$ cat src/hw/mem_bus_pkg.sv
// memory-bus definitions between handler, bridge and data RAM
// the RAM maps byte addresses 0 to RAM_BYTES-1 and anything above is unmapped
// the bus carries whole words with a byte strobe for stores

package mem_bus_pkg;

    // mapped range
    localparam int unsigned RAM_BYTES = 2048;
    localparam int unsigned RAM_WORDS = 512;  // RAM_BYTES / 4

    // one bus transfer, word aligned data with lane strobes
    typedef struct packed {
        logic        we;     // 1 store, 0 load or fetch
        logic [31:0] addr;   // byte address, low bits pick the lane
        logic [31:0] wdata;  // already shifted onto its lanes
        logic [3:0]  wstrb;  // one bit per byte lane
    } mem_req_t;

    // four-phase req/ack sequence seen from the bridge
    typedef enum logic [1:0] {
        BR_IDLE,     // ready for a start strobe
        BR_REQ,      // req high, waiting for ack
        BR_RELEASE,  // req low, waiting for ack to fall
        BR_DONE      // one-cycle done pulse
    } bridge_state_e;

endpackage

$ cat src/hw/bus_bridge.sv
// turns a one-cycle start strobe into a four-phase req/ack handshake
// start is ignored while busy, done pulses once after ack has fallen
// rdata holds the last captured word until the next read

`timescale 1ns/1ps

module bus_bridge (
    input  logic                  clk,
    input  logic                  nrst,
    input  logic                  start,
    input  mem_bus_pkg::mem_req_t bus_req,
    output logic [31:0]           rdata,
    output logic                  busy,
    output logic                  done,
    output logic                  req,
    output mem_bus_pkg::mem_req_t ram_req,
    input  logic                  ack,
    input  logic [31:0]           ack_rdata
);
    import mem_bus_pkg::*;

    bridge_state_e state, state_nxt;

    mem_req_t req_q;   // request latched on start

    assign busy    = (state != BR_IDLE);
    assign done    = (state == BR_DONE);
    assign req     = (state == BR_REQ);
    assign ram_req = req_q;

    always_comb begin
        state_nxt = state;
        case (state)
            BR_IDLE: begin
                if (start)
                    state_nxt = BR_REQ;     // req rises next cycle
            end
            BR_REQ: begin
                if (ack)
                    state_nxt = BR_RELEASE; // drop req once acked
            end
            BR_RELEASE: begin
                if (!ack)
                    state_nxt = BR_DONE;    // handshake closed
            end
            BR_DONE: begin
                state_nxt = BR_IDLE;
            end
            default: state_nxt = BR_IDLE;
        endcase
    end

    always_ff @(posedge clk or negedge nrst) begin
        if (!nrst)
            state <= BR_IDLE;
        else
            state <= state_nxt;
    end

    // payload capture
    always_ff @(posedge clk) begin
        if (state == BR_IDLE && start)
            req_q <= bus_req;
        if (state == BR_REQ && ack)
            rdata <= ack_rdata;     // valid only while ack high
    end

    // four-phase rule, release only after the RAM answered
    a_req_hold: assert property (@(posedge clk) disable iff (!nrst)
        $fell(req) |-> $past(ack))
        else $error("req dropped before ack");

    // RAM samples the request at an unknown point in the req window
    a_req_stable: assert property (@(posedge clk) disable iff (!nrst)
        (req && $past(req)) |-> $stable(ram_req))
        else $error("ram_req changed while req high");

endmodule

$ cat config.mk
export PLATFORM = sky130hd
export DESIGN_NAME = bus_bridge
export DESIGN_NICKNAME = d
export VERILOG_FILES = /design/src/hw/mem_bus_pkg.sv /design/src/hw/bus_bridge.sv
export SDC_FILE = /design/constraint.sdc
export NUM_CORES = 1
export LEC_CHECK = 0
export BUFFER_PORTS_ARGS = -buffer_cell sky130_fd_sc_hd__buf_2
export CAP_MARGIN = 20
export CORE_ASPECT_RATIO = 0.6
export CORE_UTILIZATION = 37
export DETAILED_ROUTE_END_ITERATION = 10
export PLACE_DENSITY = 0.77
export SLEW_MARGIN = 40
export SYNTH_ARGS = -nofsm -noshare
export SYNTH_HDL_FRONTEND = slang
export SYNTH_SLANG_ARGS = --single-unit
$ cat constraint.sdc
create_clock -name clk -period 3.05 [get_ports clk]
set_clock_uncertainty 0.05 [all_clocks]
set_input_delay 0.61 -clock clk [delete_from_list [all_inputs] [get_ports clk]]
set_output_delay 0.61 -clock clk [all_outputs]
set_load 0.05 [all_outputs]
==> impl_results.md, run 1 <==
- Initial DRC Count: between 70 and 80
- Post-synth top cells: edfxtp_1, ha_1, inv_1
- Clock Tree Root: clkbuf_16
- Clock share of power: 0.252
- Routed length per placed instance: 15.4 um
- Fin. Hold Viols: 0
- Syn_area_per_cell: roughly 27 sq um
- Maximum VDD drop: 0.582 mV
- Top FF cell, synth: edfxtp_1
- Pwr dens: 923 mW/mm^2
- Hpwl dp: around 5.3 mm
- Yosys cell types: 10
- Post-synth EDFFs: between 100 and 150
- Min-Delay Path Depth: 1
- Grt met2 use: 0.248
- Crit path max fanout: 4
- Hold Crit Class: in -> reg
- TNS Setup: 0 ns
- I/O pin count: 209
- Port-buffer cells: around 210
- Total core area: 0.00813 sq mm
- Min cycle time layout: 2.04 ns
- Placement Rows: 25
- Initial antenna violation count: 0
- Placer Congestion: 0.725
- Fin crit share: 0.668
- Placed inst area: between 0.004 and 0.005 sq mm
- Most frequent cell after synthesis: edfxtp_1
- Pin count of the biggest net entering global routing: 70
- Status: complete, no violations
- Gate power share: 0.308
- Die Y: 74.2 um
- First-pass GRT wire length: 9.71 mm
- Setup Crit Path Kind: reg -> out
- Share of layout cells above drive strength 1: 0.663
- GR Overflow Total: 0
- Total wire length: 6.94 mm
- FF+latch count, synth: ~100
- Crit. Startpoint: state[0]
- Fin. max-slew vios: 0
- Design Power: 4.36 mW
- Crit path DAT: 1.38 ns
- TritonRoute pass-1 iters: 5
- Post-route cell area: 0.00472 sq mm
- Initial Util: 0.396
- Via count: 1924
- Worst-margin pin slew: 0.713 ns
- Clock buffer depth: 2
- Syn Nets: 228
- Global routing usage on met1: 0.174
- Fmax: slightly below 500 MHz
- Worst EP required: 2.39 ns
- Syn Inst Count: 118
- Slew headroom: 0.525
- Kind of end point of the critical path: output pin
- Antenna cells: 0
- Die Wd: 122 um
- Switching share of total power: 0.368
- Internal: 2.75 mW
- Post-Syn Area: 0.00322 sq mm
- Worst setup SP type: register
- RSZ-0062 raised after global routing: false
- Psw: about 1.6 mW
- Met3 usage: 0.0713
- H-tree Lvls: 3
- # Max-Cap Violations: 0
- Hold_sp: bus_req[20]
- Synth Warn #: 0
- Ranking of synthesized cells by area: edfxtp_1, ha_1, dfrtp_1, mux2i_1, mux2_4
- Worst Reg-to-Reg Cells: 3
- Seq pwr share: 0.441
- Finished Layout Cells: around 450
- Worst-Skew Late Latency: 0.33 ns
- Vias in the first global route: roughly 2000
- CTS Sinks: slightly above 100
- Top cell type's share of synthesized area: 0.942
- Clock-pin slew on the worst setup and hold paths: 0.07 ns
- Drt drc: 0
- Cell taking the most area after synthesis: edfxtp_1
- RR Startpoint: state[1]
- # setup viols final: 0
- P&R area growth vs syn: 46.7%
- Asr flop ratio synth: 0.0194
- Vias per cell: around 4.3
- Global routing's busiest layer: met2
- Routed Antenna Nets: 0
- Post-synthesis sequential area ratio: 0.958
- GRT Overall Usage: 0.150
- Leak pwr: roughly 2 nW
- Inserted Clock Buffers: 9
- Layout filler cell count: 675
- Die area: slightly above 0.009 sq mm
- Placed Cells: between 400 and 500
- CTS tree: yes
- # nets final: 449
worst paths after layout:
kind / slack (ns) / endpoint
max: 1.01 / busy
min: 0.40 / ram_req[20]
max reg2reg: 1.29 / rdata[13]
min reg2reg: 0.54 / state[1]
max in group asynchronous: 2.29 / state[1]
min in group asynchronous: 0.56 / state[0]
cells by family (layout without fill, tap and decap cells):
group / Yosys count / after routing / synth area share
fa+ha+maj: 5 / 5 / 0.0194
simple gates: 3 / 3 / 0.00544
buf+inv: 3 / 229 / 0.00350
compound gates: 1 / 1 / 0.00272
mux: 3 / 3 / 0.0109
flops: 103 / 103 / 0.958
flip-flops by register name, summed over array words and instances (netlist names):
| name | cells |
|---|---|
| rdata | 32 |
| state | 2 |
| ram_req | 69 |
layout make-up:
class | count | area (sq um) | share of cell area
inverters | 3 | 11.3 | 0.00239
multi-input cells | 12 | 125 | 0.0265
repair buffers | 210 | 1070 | 0.227
flip-flops and latches | 103 | 3080 | 0.653
well taps | 108 | 135 | 0.0286
clock inverters | 3 | 25.0 | 0.00530
clock buffers | 13 | 270 | 0.0572
cells in the final DEF, fill, tap and decap left out:
cell	n
mux2_4	1
edfxtp_1	101
nor2_1	1
mux2i_1	2
dlygate4sd3_1	1
dfrtp_1	2
clkinv_4	1
inv_1	3
clkbuf_8	3
buf_2	208
and2_2	2
inv_6	1
ha_1	5
o21ai_2	1
clkbuf_1	1
clkbuf_16	9
buf_12	1
clkinvlp_4	1
metal layers:
metal	up-vias	wire length, um
met2	100	3570
met5	-	0
met3	7	642
li1	906	-
met1	911	2690
met4	0	42
power by group through the flow:
stage	sequential [mW]	clock [mW]	combinational, mW
floorplan	2.68	0	0.283
global placement	1.94	0	1.33
detailed placement	1.95	0	1.35
CTS	1.93	1.12	1.36
global route	1.95	1.18	1.41
finish	1.92	1.10	1.34
stage by stage:
step	util	setup slack [ns]	hold WS, ns
6_report	0.580	1.01	0.400
5_1_grt	0.580	0.929	0.378
4_1_cts	0.580	0.996	0.388
3_5_place_dp	0.543	1.27	0.356
3_3_place_gp	0.543	1.33	0.346
2_1_floorplan	-	0.285	0.264
worst max-delay path, stage by stage, from the launching register on:
cell     delay, ns
dfrtp_1       0.39
inv_1         0.10
ha_1          0.21
inv_1         0.08
buf_2         0.26
what timing repair did:
| item | in CTS | in global routing |
|---|---|---|
| buffers inserted | 0 | 0 |
| endpoints found under the hold margin | 1 | 0 |
| resized for setup | 0 | 0 |
| hold buffers | 1 | 0 |
(Power assumes the default switching activity.)
==> run 2, diff against run 1 <==
--- a/config.mk
+++ b/config.mk
@@ -10,7 +10,7 @@
 export CORE_ASPECT_RATIO = 0.6
 export CORE_UTILIZATION = 37
 export DETAILED_ROUTE_END_ITERATION = 10
-export PLACE_DENSITY = 0.77
+export PLACE_DENSITY = 0.79
 export SLEW_MARGIN = 40
 export SYNTH_ARGS = -nofsm -noshare
 export SYNTH_HDL_FRONTEND = slang
==> constraint.sdc (replaced) <==
create_clock -name clk -period 1.7 [get_ports clk]
set_clock_uncertainty 0.05 [all_clocks]
set_input_delay 0.34 -clock clk [delete_from_list [all_inputs] [get_ports clk]]
set_output_delay 0.34 -clock clk [all_outputs]
set_load 0.05 [all_outputs]
==> run 2 against run 1 <==
Critical path depth is the same; clock-buffer cell count shrank 3; first-iteration DRC count shrank 2.5%; worst hold slack lost 0.27 ns; largest power group unchanged.
==> impl_results.md, run 2 (synthesis results as in run 1) <==
- Switching share of total power: 0.375
- Initial Util: 0.396
- GR Overflow Total: 0
- Leak pwr: 2.03 nW
- Fmax: 609 MHz
- Clock buffer depth: 2
- Most frequent cells in the layout: buf_2, edfxtp_1, clkbuf_16
- Placement Rows: 25
- Worst-Skew Late Latency: 0.33 ns
- Maximum VDD drop: 0.974 mV
- Vias per cell: 4.35
- Clock Tree Root: clkbuf_16
- CP cell instances: inv_2, ha_2, inv_2, buf_8
- Worst-margin pin slew: 0.274 ns
- # nets final: about 450
- CP Capture Point: busy
- Worst setup SP type: register
- # Max-Cap Violations: 0
- Layout filler cell count: between 600 and 700
- Pin count of the biggest net entering global routing: 25
- Max reg flops: 69
- H-tree Lvls: 3
- Number of setup buffers added after CTS: 0
- Commonest non-fill, non-tap cell in the layout: buf_2
- Critical path depth: 4
- Total wire length: 7.87 mm
- CTS tree: yes
- Crit. Startpoint: state[1]
- Cell family with most CP delay: flip-flops
- Min cycle time layout: 1.64 ns
- Status: complete, no violations
- Most frequent CP cell: inv_2
- RR Startpoint: state[1]
- RSZ-0062 raised after global routing: true
- CP peak stage delay: roughly 0.43 ns
- Routed Antenna Nets: 0
- Gate power share: 0.328
- Hold_sp: bus_req[67]
- Via count: 1988
- Worst EP required: 1.31 ns
- Fin. Hold Viols: 0
- TNS Setup: 0 ns
- Slew headroom: 0.818
- Post-route cell area: around 0.0048 sq mm
- Inserted Clock Buffers: 9
- Seq pwr share: 0.438
- Port-buffer cells: 208
- Hpwl dp: 6.34 mm
- Kind of end point of the critical path: output pin
- Placed inst area: 0.00448 sq mm
- Psw: 2.96 mW
- Total core area: a little over 0.008 sq mm
- Die Y: approximately 74 um
- Crit path max fanout: 4
- Antenna cells: 0
- Drt drc: 0
- Initial antenna violation count: 0
- RR Endpoint: ram_req[4]
- Reg2Reg Setup Slack: between 0.1 and 0.15 ns
- First-pass GRT wire length: 10.7 mm
- Critical-path top delay cell: dfrtp_1
- Share of layout cells above drive strength 1: 0.682
- Crit path DAT: 1.25 ns
- I/O pin count: 209
- Clock-pin slew on the worst setup and hold paths: 0.07 ns
- CTS Sinks: 103
- Hold Crit Class: in -> reg
- Vias in the first global route: 2116
- Routed length per placed instance: 17.2 um
- TritonRoute pass-1 iters: 4
- Internal: approximately 5 mW
- # setup viols final: 0
- Fin crit share: 0.966
- Initial DRC Count: 77
- GRT Overall Usage: 0.165
- Clock share of power: 0.235
- Pwr dens: ~1700 mW/mm^2
- Die area: between 0.009 and 0.01 sq mm
- Worst Reg-to-Reg Cells: 4
- Worst path buffer plus inverter count: 3
- Placer Congestion: about 0.77
- Fin. max-slew vios: 0
- P&R area growth vs syn: 48.7%
- Setup Crit Path Kind: reg -> out
- Die Wd: 122 um
- Design Power: just under 8 mW
run 2: area by class of cell:
class                           count  area [sq um]  area share
Inverter                            3          11.3     0.00235
Tap cell                          108           135      0.0282
Clock inverter                      6          45.0     0.00941
Multi-Input combinational cell     12           133      0.0277
Timing Repair Buffer              215          1150       0.240
Sequential cell                   103          3080       0.644
Clock buffer                       10           229      0.0478
run 2: power groups by stage:
stage | clock network [mW] | logic [mW] | registers, mW
6_report | 1.85 | 2.59 | 3.46
2_1_floorplan | 0 | 0.525 | 4.79
3_5_place_dp | 0 | 2.54 | 3.52
3_3_place_gp | 0 | 2.50 | 3.49
5_1_grt | 1.98 | 2.71 | 3.50
4_1_cts | 1.92 | 2.60 | 3.47
run 2: how the worst min path moves through the flow:
| stage | endpoint | slack, ns | cells after the start |
|---|---|---|---|
| 2_1_floorplan | state[0] | -0.006 | 0 |
| 3_3_place_gp | state[0] | 0.08 | 1 |
| 3_5_place_dp | state[0] | 0.08 | 1 |
| 4_1_cts | ram_req[11] | 0.11 | 1 |
| 5_1_grt | ram_req[10] | 0.11 | 1 |
| 6_report | ram_req[67] | 0.13 | 1 |
run 2: routing by layer:
layer	vias to the layer above	routed length [um]	GRT usage
met4	0	35	0.0407
met3	5	635	0.0813
met1	984	2870	0.174
met2	84	4340	0.300
li1	915	-	-
met5	-	0	0
run 2: through the flow:
step	hold WS, ns	std cells	setup WS, ns	util
after CTS	0.114	457	0.0204	0.588
final	0.130	457	0.0584	0.588
after floorplan	-0.00559	118	0.0399	-
after global routing	0.109	457	-0.00815	0.588
after global placement	0.0765	440	0.183	0.551
after detailed placement	0.0765	440	0.128	0.551
run 2: timing repair:
item	4_1_cts	5_1_grt
gates resized for setup	7	2
setup endpoints to repair	2	2
endpoints found under the hold margin	2	0
hold buffers	1	0
